$ cat src/rtl/camera_macros.svh
// Camera test source defaults
`ifndef CAMERA_MACROS_SVH
`define CAMERA_MACROS_SVH

// default line width in pixels
// keep a multiple of 4 so bars split evenly
`define CAM_HPIX 640

// default frame height in lines
`define CAM_VPIX 400

// pixel buffer entries, also the generator credit pool
`define CAM_FIFO_DEPTH 8

// raw pixel width
`define CAM_PIX_W 10

`endif
$ cat src/rtl/camera_pkg.sv
// Camera test source types
`include "camera_macros.svh"

package camera_pkg;

    // one raw bayer sample plus frame markers
    typedef struct packed {
        logic [`CAM_PIX_W-1:0] data;  // raw sensor value
        logic                  sof;   // first pixel of frame
        logic                  eol;   // last pixel of line
    } pixel_t;

    // test pattern select
    typedef enum logic {
        pattern_bars = 1'b0,  // four vertical colour bars
        pattern_ramp = 1'b1   // x + 4*y diagonal ramp
    } pattern_t;

    // per-bar bayer site masks, bit index is {row parity, col parity}
    // bit 0 blue, bit 1 green on even row, bit 2 green on odd row, bit 3 red
    // element 0 is the leftmost bar
    localparam logic [3:0][3:0] bar_mask = {
        4'b1100,  // red + odd-row green
        4'b0110,  // green only
        4'b1001,  // magenta, red + blue
        4'b1111   // white
    };

endpackage

$ cat src/rtl/camera_test_source.sv
// Camera test source top
`timescale 1ns/1ps
`include "camera_macros.svh"

module camera_test_source #(
    parameter int hpix = `CAM_HPIX,
    parameter int vpix = `CAM_VPIX
) (
    input  logic                    clk,
    input  logic                    reset_n,
    input  logic                    enable,
    input  camera_pkg::pattern_t    pattern,
    output logic                    out_valid,
    output logic [2*`CAM_PIX_W-1:0] out_data,
    output logic                    out_sof,
    output logic                    out_eol,
    input  logic                    out_ready
);

    logic               push;        // generator write strobe
    camera_pkg::pixel_t gen_pix;     // generator pixel
    logic               credit_ret;  // slot freed in buffer
    logic               rd_valid;    // buffer not empty
    camera_pkg::pixel_t rd_pix;      // buffer head
    logic               pop;         // packer takes head

    // pattern source, paced by buffer credits
    bayer_pattern_gen #(
        .hpix(hpix),
        .vpix(vpix)
    ) u_gen (
        .clk       (clk),
        .reset_n   (reset_n),
        .enable    (enable),
        .pattern   (pattern),
        .credit_ret(credit_ret),
        .push      (push),
        .pix       (gen_pix)
    );

    pixel_fifo #(
        .depth(`CAM_FIFO_DEPTH)
    ) u_fifo (
        .clk       (clk),
        .reset_n   (reset_n),
        .push      (push),
        .wr_pix    (gen_pix),
        .pop       (pop),
        .rd_valid  (rd_valid),
        .rd_pix    (rd_pix),
        .credit_ret(credit_ret)
    );

    // two pixels per output word
    pixel_pair_packer u_pack (
        .clk      (clk),
        .reset_n  (reset_n),
        .rd_valid (rd_valid),
        .rd_pix   (rd_pix),
        .pop      (pop),
        .out_valid(out_valid),
        .out_data (out_data),
        .out_sof  (out_sof),
        .out_eol  (out_eol),
        .out_ready(out_ready)
    );

endmodule

$ cat src/rtl/pixel_pair_packer.sv
// Pixel pair packer
`timescale 1ns/1ps
`include "camera_macros.svh"

module pixel_pair_packer (
    input  logic                      clk,
    input  logic                      reset_n,
    input  logic                      rd_valid,
    input  camera_pkg::pixel_t        rd_pix,
    output logic                      pop,
    output logic                      out_valid,
    output logic [2*`CAM_PIX_W-1:0]   out_data,
    output logic                      out_sof,
    output logic                      out_eol,
    input  logic                      out_ready
);

    logic               half;     // first pixel of pair held
    logic               take;     // output slot free this cycle
    camera_pkg::pixel_t first_q;  // first pixel of pair

    // slot empty, or draining right now
    assign take = !out_valid || out_ready;
    assign pop  = rd_valid && take;

    // control
    always_ff @(posedge clk) begin
        if (!reset_n) begin
            half      <= 1'b0;
            out_valid <= 1'b0;
        end else begin
            if (out_valid && out_ready) begin
                out_valid <= 1'b0;  // word accepted
            end
            if (pop) begin
                half <= !half;
                if (half) begin
                    out_valid <= 1'b1;  // pair complete
                end
            end
        end
    end

    // payload
    always_ff @(posedge clk) begin
        if (pop) begin
            if (!half) begin
                first_q <= rd_pix;
            end else begin
                out_data <= {rd_pix.data, first_q.data};  // first pixel low
                out_sof  <= first_q.sof;
                out_eol  <= rd_pix.eol;
            end
        end
    end

endmodule

$ cat src/rtl/pixel_fifo.sv
// Pixel buffer with credit return
`timescale 1ns/1ps
`include "camera_macros.svh"

module pixel_fifo #(
    parameter int depth = `CAM_FIFO_DEPTH
) (
    input  logic               clk,
    input  logic               reset_n,
    input  logic               push,
    input  camera_pkg::pixel_t wr_pix,
    input  logic               pop,
    output logic               rd_valid,
    output camera_pkg::pixel_t rd_pix,
    output logic               credit_ret
);

    localparam int aw = (depth > 1) ? $clog2(depth) : 1;
    localparam int cw = $clog2(depth + 1);

    camera_pkg::pixel_t mem [depth];  // storage
    logic [aw-1:0]      wr_ptr;
    logic [aw-1:0]      rd_ptr;
    logic [cw-1:0]      count;       // entries held

    // head shown straight from storage
    assign rd_valid = (count != '0);
    assign rd_pix   = mem[rd_ptr];

    // pointers, occupancy and credit pulse
    always_ff @(posedge clk) begin
        if (!reset_n) begin
            wr_ptr     <= '0;
            rd_ptr     <= '0;
            count      <= '0;
            credit_ret <= 1'b0;
        end else begin
            credit_ret <= pop;  // one credit back per pop, next cycle

            if (push) begin
                if (wr_ptr == aw'(depth - 1)) begin
                    wr_ptr <= '0;
                end else begin
                    wr_ptr <= wr_ptr + 1'b1;
                end
            end

            if (pop) begin
                if (rd_ptr == aw'(depth - 1)) begin
                    rd_ptr <= '0;
                end else begin
                    rd_ptr <= rd_ptr + 1'b1;
                end
            end

            // no full check, producer credits rule out overflow
            count <= count + cw'(push) - cw'(pop);
        end
    end

    // write port
    always_ff @(posedge clk) begin
        if (push) begin
            mem[wr_ptr] <= wr_pix;
        end
    end

endmodule

$ cat src/rtl/bayer_pattern_gen.sv
// Bayer test pattern generator
`timescale 1ns/1ps
`include "camera_macros.svh"

module bayer_pattern_gen #(
    parameter int hpix = `CAM_HPIX,
    parameter int vpix = `CAM_VPIX
) (
    input  logic                 clk,
    input  logic                 reset_n,
    input  logic                 enable,
    input  camera_pkg::pattern_t pattern,
    input  logic                 credit_ret,
    output logic                 push,
    output camera_pkg::pixel_t   pix
);

    localparam int xw    = $clog2(hpix + 1);
    localparam int yw    = $clog2(vpix + 1);
    localparam int cw    = $clog2(`CAM_FIFO_DEPTH + 1);
    localparam int pw    = `CAM_PIX_W;
    localparam int bar_w = hpix / 4;  // pixels per colour bar

    logic [xw-1:0]        x;         // column
    logic [yw-1:0]        y;         // row
    logic                 busy;      // frame in progress
    logic [cw-1:0]        credits;   // free buffer slots
    camera_pkg::pattern_t pat_q;     // pattern for this frame
    logic                 go;
    logic                 last_x;
    logic                 last_pix;
    logic [1:0]           bar;
    logic [3:0]           mask;
    logic [pw-1:0]        bar_val;
    logic [pw-1:0]        ramp_val;

    // issue a pixel only when a slot is guaranteed
    assign go       = busy && (credits != '0);
    assign last_x   = (x == xw'(hpix - 1));
    assign last_pix = last_x && (y == yw'(vpix - 1));

    // bar index, x / bar_w done by compare
    always_comb begin
        if (x >= xw'(3 * bar_w)) begin
            bar = 2'd3;
        end else if (x >= xw'(2 * bar_w)) begin
            bar = 2'd2;
        end else if (x >= xw'(bar_w)) begin
            bar = 2'd1;
        end else begin
            bar = 2'd0;
        end
    end

    assign mask     = camera_pkg::bar_mask[bar];
    assign bar_val  = mask[{y[0], x[0]}] ? '1 : '0;  // site lit or dark
    assign ramp_val = pw'(x) + (pw'(y) << 2);       // wraps at 1024

    // control: frame walk and credit pool
    always_ff @(posedge clk) begin
        if (!reset_n) begin
            busy    <= 1'b0;
            x       <= '0;
            y       <= '0;
            credits <= cw'(`CAM_FIFO_DEPTH);  // buffer starts empty
            push    <= 1'b0;
            pat_q   <= camera_pkg::pattern_bars;
        end else begin
            push    <= go;
            credits <= credits - cw'(go) + cw'(credit_ret);  // spend and refund

            if (!busy) begin
                if (enable) begin  // new frame
                    busy  <= 1'b1;
                    x     <= '0;
                    y     <= '0;
                    pat_q <= pattern;
                end
            end else if (go) begin
                if (!last_x) begin
                    x <= x + 1'b1;
                end else begin
                    x <= '0;
                    if (!last_pix) begin
                        y <= y + 1'b1;
                    end else begin
                        // frame done, chain the next one if still enabled
                        y     <= '0;
                        busy  <= enable;
                        pat_q <= pattern;
                    end
                end
            end
        end
    end

    // pixel payload, loaded with each push
    always_ff @(posedge clk) begin
        if (go) begin
            pix.data <= (pat_q == camera_pkg::pattern_ramp) ? ramp_val : bar_val;
            pix.sof  <= (x == '0) && (y == '0);
            pix.eol  <= last_x;
        end
    end

endmodule

$ cat config.mk
export PLATFORM = sky130hd
export DESIGN_NAME = camera_test_source
export DESIGN_NICKNAME = d
export VERILOG_FILES = /design/src/rtl/camera_pkg.sv /design/src/rtl/camera_test_source.sv /design/src/rtl/pixel_pair_packer.sv /design/src/rtl/pixel_fifo.sv /design/src/rtl/bayer_pattern_gen.sv
export VERILOG_INCLUDE_DIRS = /design/src /design/src/rtl
export SDC_FILE = /design/constraint.sdc
export NUM_CORES = 1
export LEC_CHECK = 0
export ABC_AREA = 1
export BUFFER_PORTS_ARGS = -buffer_cell sky130_fd_sc_hd__buf_2
export CORE_MARGIN = 3
export CORE_UTILIZATION = 50
export DETAILED_ROUTE_END_ITERATION = 12
export HOLD_SLACK_MARGIN = 0.02
export PLACE_DENSITY = 0.67
export SYNTH_ARGS = -nofsm -noshare
export SYNTH_HDL_FRONTEND = slang
export SYNTH_SLANG_ARGS = --single-unit
$ cat constraint.sdc
create_clock -name clk -period 3.2 [get_ports clk]
set_input_delay 0.96 -clock clk [delete_from_list [all_inputs] [get_ports clk]]
set_output_delay 0.96 -clock clk [all_outputs]
set_load 0.02 [all_outputs]
==> flow_summary.toml, run 1 <==
[run_status]
status = "complete, no violations"

[cts]
hold_buffers = 0
cts-resized-gates = 0
postCtsSetupRepairBufs = 0
clock_latency_ns = 0.42
clock-sinks = 183
clock-root-buffer = "clkbuf_16"
cts_htree_levels = 4
cts_buffer_depth = 2
cts_tree = "built"
cts_buffers = 17
path_clk_slew_ns = 0.06

[setup_path]
crit_type = "in2reg"
critPathLaunchType = "input port"
worstPathArrival_ns = 2.67
path_max_fanout = 7
cp-end-kind = "flop"
reg2reg_from = "u_gen.credits[2]"
reg2reg_slack_ns = 0.97
cp.required_ns = 3.50
startpoint = "out_ready"

[sta]
hold_violations = 0
slew_violations = 0
tightest_slew_ns = 0.804
rsz0062_at_grt = "false"
period_share_pct = 74.0
slew_headroom_pct = 46.3
finalSetupViolCount = 0
setup_tns_ns = 0
setup_slack_ns = 0.831
final.min_clock_period_ns = 2.37
fmax_mhz = 422
fin_skew_ns = 0.00717

[floorplan]
num_rows = 45
initial_core_util_pct = 51.7
io_pins = 28
dieArea_sq_mm = 0.0175
die_w_microns = 132
core_area_sq_mm = 0.0154
die_y_microns = 132

[route]
ant_nets = 0
routed_wirelength_microns = 15700
drc = 0
vias = 5330
first_pass_iters = 5
drtIter0Drc = 357
wire_per_inst_microns = 15.6
viasPerCell = 5.27

[grt]
grt_pass1_wl_microns = 25800
gr-usage-all-layers_pct = 18.6
antenna_found_initial = 0
grt_pass1_vias = 5066
grt_overflow = 0
grt_max_degree = 49

[synth]
postSynthCellCount = 752
yosysSeqAreaShare_pct = 63.8
synth_edf_count = 141
syn_avg_cell_area_sq_um = 10.6
syn_nets = 785
ys_ff_latch = 183
async_flop_share_pct = 0
syn_area_sq_mm = 0.00795
synth.distinct_cells = 37
yosysWarnings = 0
synth_ff_type = "edfxtp_1"

[placement]
hpwl_microns = 10300
place_ws_ns = 0.397
io_buffers = 27
gp_congestion = 0.868

[worst_hold_path]
hold_path_class = "reg2reg"
hp-start = "u_pack.first_q[9]"

[power]
power_density_mw_per_mm2 = 797
vdd_ir_drop_max_mv = 0.559
power.leakage_nw = 3.32

[layout]
layout.cells.most_common = "edfxtp_1"
area_growth_pct = 11.5
fillers = 1229
drive_gt1_share_pct = 11.9
layout_common_cells = "edfxtp_1, nor2_1, nand2_1"
utilization_pct = 57.7
diodes = 0
nets = 820

[job]
cap_violations = 0
[metal layers]
| layer | GRT usage [%] | vias to the layer above | routed length (microns) |
|---|---|---|---|
| met3 | 4.43 | 25 | 814 |
| met5 | 0 | - | 0 |
| met2 | 31.8 | 153 | 7950 |
| met4 | 5.83 | 0 | 272 |
| li1 | - | 2631 | - |
| met1 | 23.6 | 2521 | 6700 |
[power breakdown]
part | switching [mW] | leakage [nW] | internal (mW)
logic | 1.26 | 1.45 | 0.568
registers | 0.156 | 1.60 | 3.10
clock network | 0.849 | 0.265 | 1.14
[metrics by stage]
| step | power (mW) | hold WS [ns] | instances | area [sq um] |
|---|---|---|---|---|
| 3_3_place_gp | 5.03 | 0.402 | 979 | 8310 |
| 6_report | 7.07 | 0.418 | 1011 | 8870 |
| 5_1_grt | 7.51 | 0.425 | 1011 | 8870 |
| 2_1_floorplan | 4.63 | 0.400 | 752 | 7950 |
| 4_1_cts | 7.12 | 0.419 | 1011 | 8870 |
| 3_5_place_dp | 5.14 | 0.405 | 979 | 8310 |
[flip-flops by register name (all words and copies together) (netlist names), 3 cells and up, named ones only]
signal	cells
u_gen.credits	4
u_pack.first_q	11
u_gen.x	10
u_fifo.count	4
u_pack.out_data	20
u_gen.y	9
u_fifo.wr_ptr	3
u_fifo.rd_ptr	3
u_fifo.mem	96
u_gen.pix	12
[cell usage after synthesis (2+ instances only)]
library cell	number	share of area [%]
edfxtp_1	141	53
nor2_1	137	6.5
nand2_1	108	5.1
inv_1	68	3.2
o21ai_0	47	3.0
nand3_1	43	2.7
dfxtp_1	42	11
ha_1	25	3.9
a21oi_1	20	1.3
nand4_1	16	1.3
o21ai_1	16	1.0
a31oi_1	12	0.94
o22ai_1	12	0.94
clkbuf_1	9	0.42
buf_4	8	0.76
inv_2	8	0.38
nand2_2	7	0.55
buf_2	6	0.38
nor2_4	4	0.57
fa_1	3	0.76
xor2_1	3	0.33
xnor2_1	2	0.22
[final timing paths]
kind / endpoint / cells past startpoint
hold / removal: u_pack.out_data[7] / 0
hold reg to reg: u_pack.out_data[7] / 0
setup / recovery: u_fifo.count[2] / 11
setup reg to reg: u_gen.credits[3] / 15
[worst max-delay path, stage by stage]
cell and delay (ns):
buf_2 0.10, nor2_1 0.10, inv_1 0.06, nand2_1 0.14, inv_1 0.14, ha_1 0.30, inv_1 0.04, ha_1 0.20
fa_1 0.40, xnor2_1 0.17, nor2_1 0.05
[kinds of logic (layout without fill, tap and decap cells)]
| kind of cell | count (synthesis) | in the layout | synth area share (%) |
|---|---|---|---|
| buffers and inverters | 102 | 150 | 5.59 |
| AO/OA/AOI/OAI | 112 | 112 | 7.63 |
| flip-flops | 183 | 183 | 63.8 |
| AND/OR/NAND/NOR | 322 | 322 | 17.7 |
| adder cells (fa/ha/maj) | 28 | 28 | 4.69 |
| XOR/XNOR | 5 | 5 | 0.551 |
[area by class of cell]
class / count / area [sq um] / area share [%]
Clock buffer: 17 / 425 / 4.80
Clock inverter: 15 / 138 / 1.55
Inverter: 76 / 285 / 3.22
Multi-Input combinational cell: 467 / 2430 / 27.4
Sequential cell: 183 / 5070 / 57.2
Tap cell: 211 / 264 / 2.98
Timing Repair Buffer: 42 / 248 / 2.79
Power figures use the tool's default switching activity.
==> run 2, diff against run 1 <==
--- a/config.mk
+++ b/config.mk
@@ -12,7 +12,7 @@
 export CORE_UTILIZATION = 50
 export DETAILED_ROUTE_END_ITERATION = 12
 export HOLD_SLACK_MARGIN = 0.02
-export PLACE_DENSITY = 0.67
+export PLACE_DENSITY = 0.69
 export SYNTH_ARGS = -nofsm -noshare
 export SYNTH_HDL_FRONTEND = slang
 export SYNTH_SLANG_ARGS = --single-unit
==> constraint.sdc (replaced) <==
create_clock -name clk -period 2 [get_ports clk]
set_input_delay 0.6 -clock clk [delete_from_list [all_inputs] [get_ports clk]]
set_output_delay 0.6 -clock clk [all_outputs]
set_load 0.02 [all_outputs]
==> run 2 against run 1 <==
  * Register-to-register slack got worse by 0.88 ns
  * Clock power grew 65%
  * Sequential cell count is the same
  * Final cell count grew 1.4%
  * Global-route usage shrank 0.42 points
  * First-iteration DRC count fell by 2.8%
  * Die area is the same
  * Power is 65% higher
  * Via count grew 1.2%
  * Critical path type is now reg2reg
  * Critical endpoint is now u_gen.credits[1]
  * Largest power group unchanged
==> flow_summary.toml, run 2 (same netlist as run 1, synthesis figures left out) <==
[sta]
fmax_mhz = 523
tightest_slew_ns = 0.452
slew_violations = 0
finalSetupViolCount = 0
final.min_clock_period_ns = 1.91
fin_skew_ns = 0.0106
rsz0062_at_grt = "false"
slew_headroom_pct = 69.8
hold_violations = 0
period_share_pct = 95.7
setup_slack_ns = 0.0864

[floorplan]
dieArea_sq_mm = 0.0175
die_y_microns = 132
num_rows = 45
initial_core_util_pct = 51.7
core_area_sq_mm = 0.0154
io_pins = 28
die_w_microns = 132

[cts]
cts_tree = "built"
clock_latency_ns = 0.43
cts_htree_levels = 4
hold_buffers = 0
cts_buffers = 17
cts_buffer_depth = 2
path_clk_slew_ns = 0.07
clock-root-buffer = "clkbuf_16"
clock-sinks = 183

[layout]
utilization_pct = 59.1
final-seq-area_sq_mm = 0.00508
area_growth_pct = 14.3
top_regs = "u_fifo.mem (96), u_pack.out_data (20), u_gen.pix (12)"
top_register = "u_fifo.mem"
layout.cells.most_common = "edfxtp_1"
fillers = 1220
multi_input_comb_area_sq_mm = 0.00250
drive_gt1_share_pct = 15.5
nets = 834
diodes = 0
largest_reg_flops = 96
layout_common_cells = "edfxtp_1, nor2_1, nand2_1"

[power]
total_power_mw = 11.7
power_density_mw_per_mm2 = 1280
power.leakage_nw = 3.40
vdd_ir_drop_max_mv = 0.655

[setup_path]
r2r-end = "u_gen.credits[1]"
r2r_cells = 11
reg2reg_from = "u_gen.credits[2]"
cp.required_ns = 2.30
critPathLaunchType = "flop"
crit_type = "reg2reg"
worstPathArrival_ns = 2.21
path_max_fanout = 2
cp-end-kind = "flop"
reg2reg_slack_ns = 0.09

[worst_hold_path]
hold_path_class = "reg2reg"
holdPathStages = 0
holdPathEnd = "u_pack.out_data[1]"
hp-start = "u_pack.first_q[3]"

[route]
routed_wirelength_microns = 15400
drc = 0
first_pass_iters = 5
vias = 5394
ant_nets = 0
viasPerCell = 5.26
wire_per_inst_microns = 15.1
drtIter0Drc = 347

[placement]
hpwl_microns = 10400
io_buffers = 27
gp_congestion = 0.904
place_ws_ns = -0.103

[grt]
gr-usage-all-layers_pct = 18.2
antenna_found_initial = 0
grt_pass1_vias = 5202
grt_pass1_wl_microns = 25400
grt_max_degree = 49
grt_overflow = 0

[run_status]
status = "complete, no violations"

[job]
cap_violations = 0
[run 2: cell count changes in the layout (fill, tap and decap cells not counted), moves of 3 or more]
cell / before / now
buf_4: 15 / 27
inv_1: 68 / 63
clkinv_1: 4 / 1
ha_1: 25 / 20
inv_6: 0 / 4
inv_2: 8 / 12
ha_4: 0 / 4
[run 2: how the worst max path moves through the flow]
stage / slack, ns / start / depth (start not counted) / endpoint
after floorplan: -0.1 / u_gen.credits[2] / 11 / u_gen.credits[1]
after global placement: -0.08 / out_ready / 11 / u_fifo.count[1]
after detailed placement: -0.10 / out_ready / 11 / u_fifo.count[1]
after CTS: 0.05 / u_gen.credits[2] / 11 / u_gen.credits[1]
after global routing: 0.005 / u_gen.credits[3] / 11 / u_gen.credits[1]
final: 0.09 / u_gen.credits[2] / 11 / u_gen.credits[1]
[run 2: what timing repair did]
item	4_1_cts	5_1_grt
setup buffers	0	2
setup endpoints to repair	0	3
gates resized for setup	0	3
[run 2: cell type report]
cell class | instances | share of cell area, %
clock buffer | 19 | 4.76
clock inverter | 13 | 1.61
timing repair buffer | 56 | 4.16
inverter | 76 | 3.18
sequential | 183 | 55.8
multi-input combinational | 467 | 27.5
tap | 211 | 2.90
[run 2: metal layers]
layer / GRT usage, % / vias up / wire length, microns
met5: 0 / - / 0
met2: 30.6 / 160 / 7460
met4: 8.11 / 0 / 328
li1: - / 2675 / -
met1: 23.0 / 2530 / 6810
met3: 3.47 / 29 / 827
[run 2: power breakdown]
part           switching (mW)  total [mW]  leakage, nW  internal [mW]
clock network            1.40        3.26        0.280           1.86
registers               0.251        5.21         1.60           4.95
logic                    2.09        3.21         1.52           1.12
total                    3.74        11.7         3.40           7.93
[run 2: per-stage QoR]
step                      instances  hold WS [ns]  TNS, ns  instance area [sq um]
after floorplan                 752         0.400   -0.143                   8020
final                          1025         0.418        0                   9090
after CTS                      1023         0.420        0                   9060
after global placement          991         0.402   -0.138                   8480
after detailed placement        991         0.405   -0.196                   8480
after global routing           1025         0.431        0                   9090
[run 2: worst max-delay path: stages, from the launching register on]
cell and delay, ns:
dfxtp_1 0.31, inv_2 0.07, ha_4 0.13, nand3_2 0.06, nand2_2 0.09, clkinvlp_4 0.12
ha_4 0.24, inv_2 0.05, ha_4 0.12, inv_2 0.04, fa_2 0.51, nor2_1 0.04
==> run 3, diff against run 2 <==
==> constraint.sdc (replaced) <==
create_clock -name clk -period 2 [get_ports clk]
set_input_delay 0.3 -clock clk [delete_from_list [all_inputs] [get_ports clk]]
set_output_delay 0.3 -clock clk [all_outputs]
set_load 0.02 [all_outputs]
==> run 3 against run 2 <==
  * Maximum frequency shrank 0.93%
  * Routed wire length grew 2.1%
  * Power grew 1.3%
  * Core utilization grew 0.33 points
  * Clock-buffer cell count shrank 2
  * Sequential power is essentially flat
  * Critical path type unchanged
  * Highest routed layer unchanged
  * Clock skew shrank 0.00091 ns
  * Global-route usage grew 0.27 points
==> flow_summary.toml, run 3 (same netlist as run 1, synthesis figures left out) <==
[run_status]
status = "complete, no violations"

[route]
drc = 0
wire_per_inst_microns = 15.3
viasPerCell = 5.32
first_pass_iters = 5
ant_nets = 0
routed_wirelength_microns = 15700
vias = 5459
drtIter0Drc = 335

[cts]
clock_latency_ns = 0.44
clock-root-buffer = "clkbuf_16"
cts_buffer_depth = 2
cts_htree_levels = 4
cts_buffers = 17
path_clk_slew_ns = 0.07
cts_tree = "built"
clock-sinks = 183

[floorplan]
die_w_microns = 132
num_rows = 45
io_pins = 28
initial_core_util_pct = 51.7
dieArea_sq_mm = 0.0175
core_area_sq_mm = 0.0154
die_y_microns = 132

[sta]
hold_violations = 0
finalSetupViolCount = 0
fmax_mhz = 518
final.min_clock_period_ns = 1.93
fin_skew_ns = 0.00967
period_share_pct = 96.6
slew_violations = 0
tightest_slew_ns = 0.459
slew_headroom_pct = 69.4

[grt]
grt_overflow = 0
gr-usage-all-layers_pct = 18.5
grt_max_degree = 33
antenna_found_initial = 0
grt_pass1_wl_microns = 25500
grt_pass1_vias = 5206

[power]
total_power_mw = 11.8
power.leakage_nw = 3.42
power_density_mw_per_mm2 = 1290
vdd_ir_drop_max_mv = 0.679

[worst_hold_path]
hold_path_class = "in2reg"
hp-start = "out_ready"
holdPathEnd = "u_pack.out_valid"
holdPathStages = 4

[layout]
nets = 836
largest_reg_flops = 96
layout.cells.most_common = "edfxtp_1"
diodes = 0
drive_gt1_share_pct = 17.4
fin_cells = 1027
top_regs = "u_fifo.mem (96), u_pack.out_data (20), u_gen.pix (12)"
top_register = "u_fifo.mem"
layout_common_cells = "edfxtp_1, nor2_1, nand2_1"
area_growth_pct = 14.9

[setup_path]
worstPathArrival_ns = 2.32
reg2reg_from = "u_fifo.count[2]"
worstPathCellList = "inv_2 > ha_2 > nand3_2 > nand2_2 > inv_2 > ha_4 > inv_2 > ha_4 > fa_2 > nand2_1 > inv_1"
cp.required_ns = 2.39
cp-end-kind = "flop"
crit_type = "reg2reg"
critPathLaunchType = "flop"
r2r-end = "u_fifo.count[1]"
r2r_cells = 11
cpMaxStageDelayCell = "fa_2"
cpPeakStageDelay_ns = 0.52
path_max_fanout = 2
reg2reg_slack_ns = 0.07
crit_top_cell = "inv_2"

[placement]
gp_congestion = 0.891
io_buffers = 27
hpwl_microns = 10500
dp.cells = 993

[job]
cap_violations = 0
run 3: cell count changes in the layout (fill, tap and decap cells not counted), moves of 2 or more:
cell      delta
buf_4        +3
clkbuf_1     -2
dfxtp_1      -4
dfxtp_2      +4
ha_1         -2
inv_1        -4
inv_2        +4
inv_6        -2
inv_8        +7
run 3: worst max-delay path by stage:
| stage | from | endpoint | cells after the start | slack [ns] |
|---|---|---|---|---|
| after floorplan | u_gen.credits[2] | u_gen.credits[1] | 11 | -0.1 |
| after global placement | u_gen.credits[2] | u_gen.credits[1] | 11 | 0.11 |
| after detailed placement | u_fifo.count[2] | u_fifo.count[2] | 11 | -0.009 |
| after CTS | u_gen.credits[2] | u_gen.credits[1] | 11 | 0.01 |
| after global routing | u_gen.credits[2] | u_gen.credits[1] | 11 | -0.001 |
| final | u_fifo.count[2] | u_fifo.count[1] | 11 | 0.07 |
run 3: repair_timing:
| item | in CTS | in global routing |
|---|---|---|
| endpoints found under the setup margin | 1 | 6 |
| hold endpoints to repair | 0 | 0 |
| pin swaps | 0 | 6 |
| gates resized for setup | 2 | 17 |
| hold buffers | 0 | 0 |
| setup buffers | 0 | 2 |
run 3: layout make-up:
cell class,instances,area (sq um)
fillers,1220,6230
flip-flops and latches,183,5080
multi-input cells,467,2520
clock buffers,17,425
repair buffers,58,380
inverters,76,289
well taps,211,264
clock inverters,15,176
run 3: through the flow:
stage / util, % / setup WS (ns) / area (sq um) / hold WS (ns) / TNS, ns
after floorplan: - / -0.0954 / 8000 / 0.400 / -0.143
after global placement: 55.1 / 0.114 / 8470 / 0.401 / 0
after detailed placement: 55.1 / -0.00869 / 8470 / 0.406 / -0.00869
after CTS: 59.0 / 0.0114 / 9070 / 0.114 / 0
after global routing: 59.5 / -0.00126 / 9140 / 0.171 / -0.00128
final: 59.5 / 0.0684 / 9140 / 0.168 / 0
run 3: critical path: cells and delay by family (launching register included):
family	cells	cell delay [ns]
adders and majority gates	4	1.09
DFF	1	0.33
and+or+nand+nor	3	0.24
buffers and inverters	4	0.21
run 3: routing by layer:
metal / global-route usage, % / part of all wire [%] / vias to the layer above
met1: 22.1 / 42 / 2604
met2: 32.4 / 50 / 156
met4: 7.88 / 2.5 / 0
met3: 3.82 / 5.2 / 28
met5: 0 / 0 / -
li1: - / - / 2671
run 3: where the power goes:
part	internal (mW)	switching [mW]	total, mW
Clock	1.80	1.55	3.34
Combinational	1.14	2.13	3.27
Sequential	4.96	0.248	5.21
Total	7.89	3.93	11.8
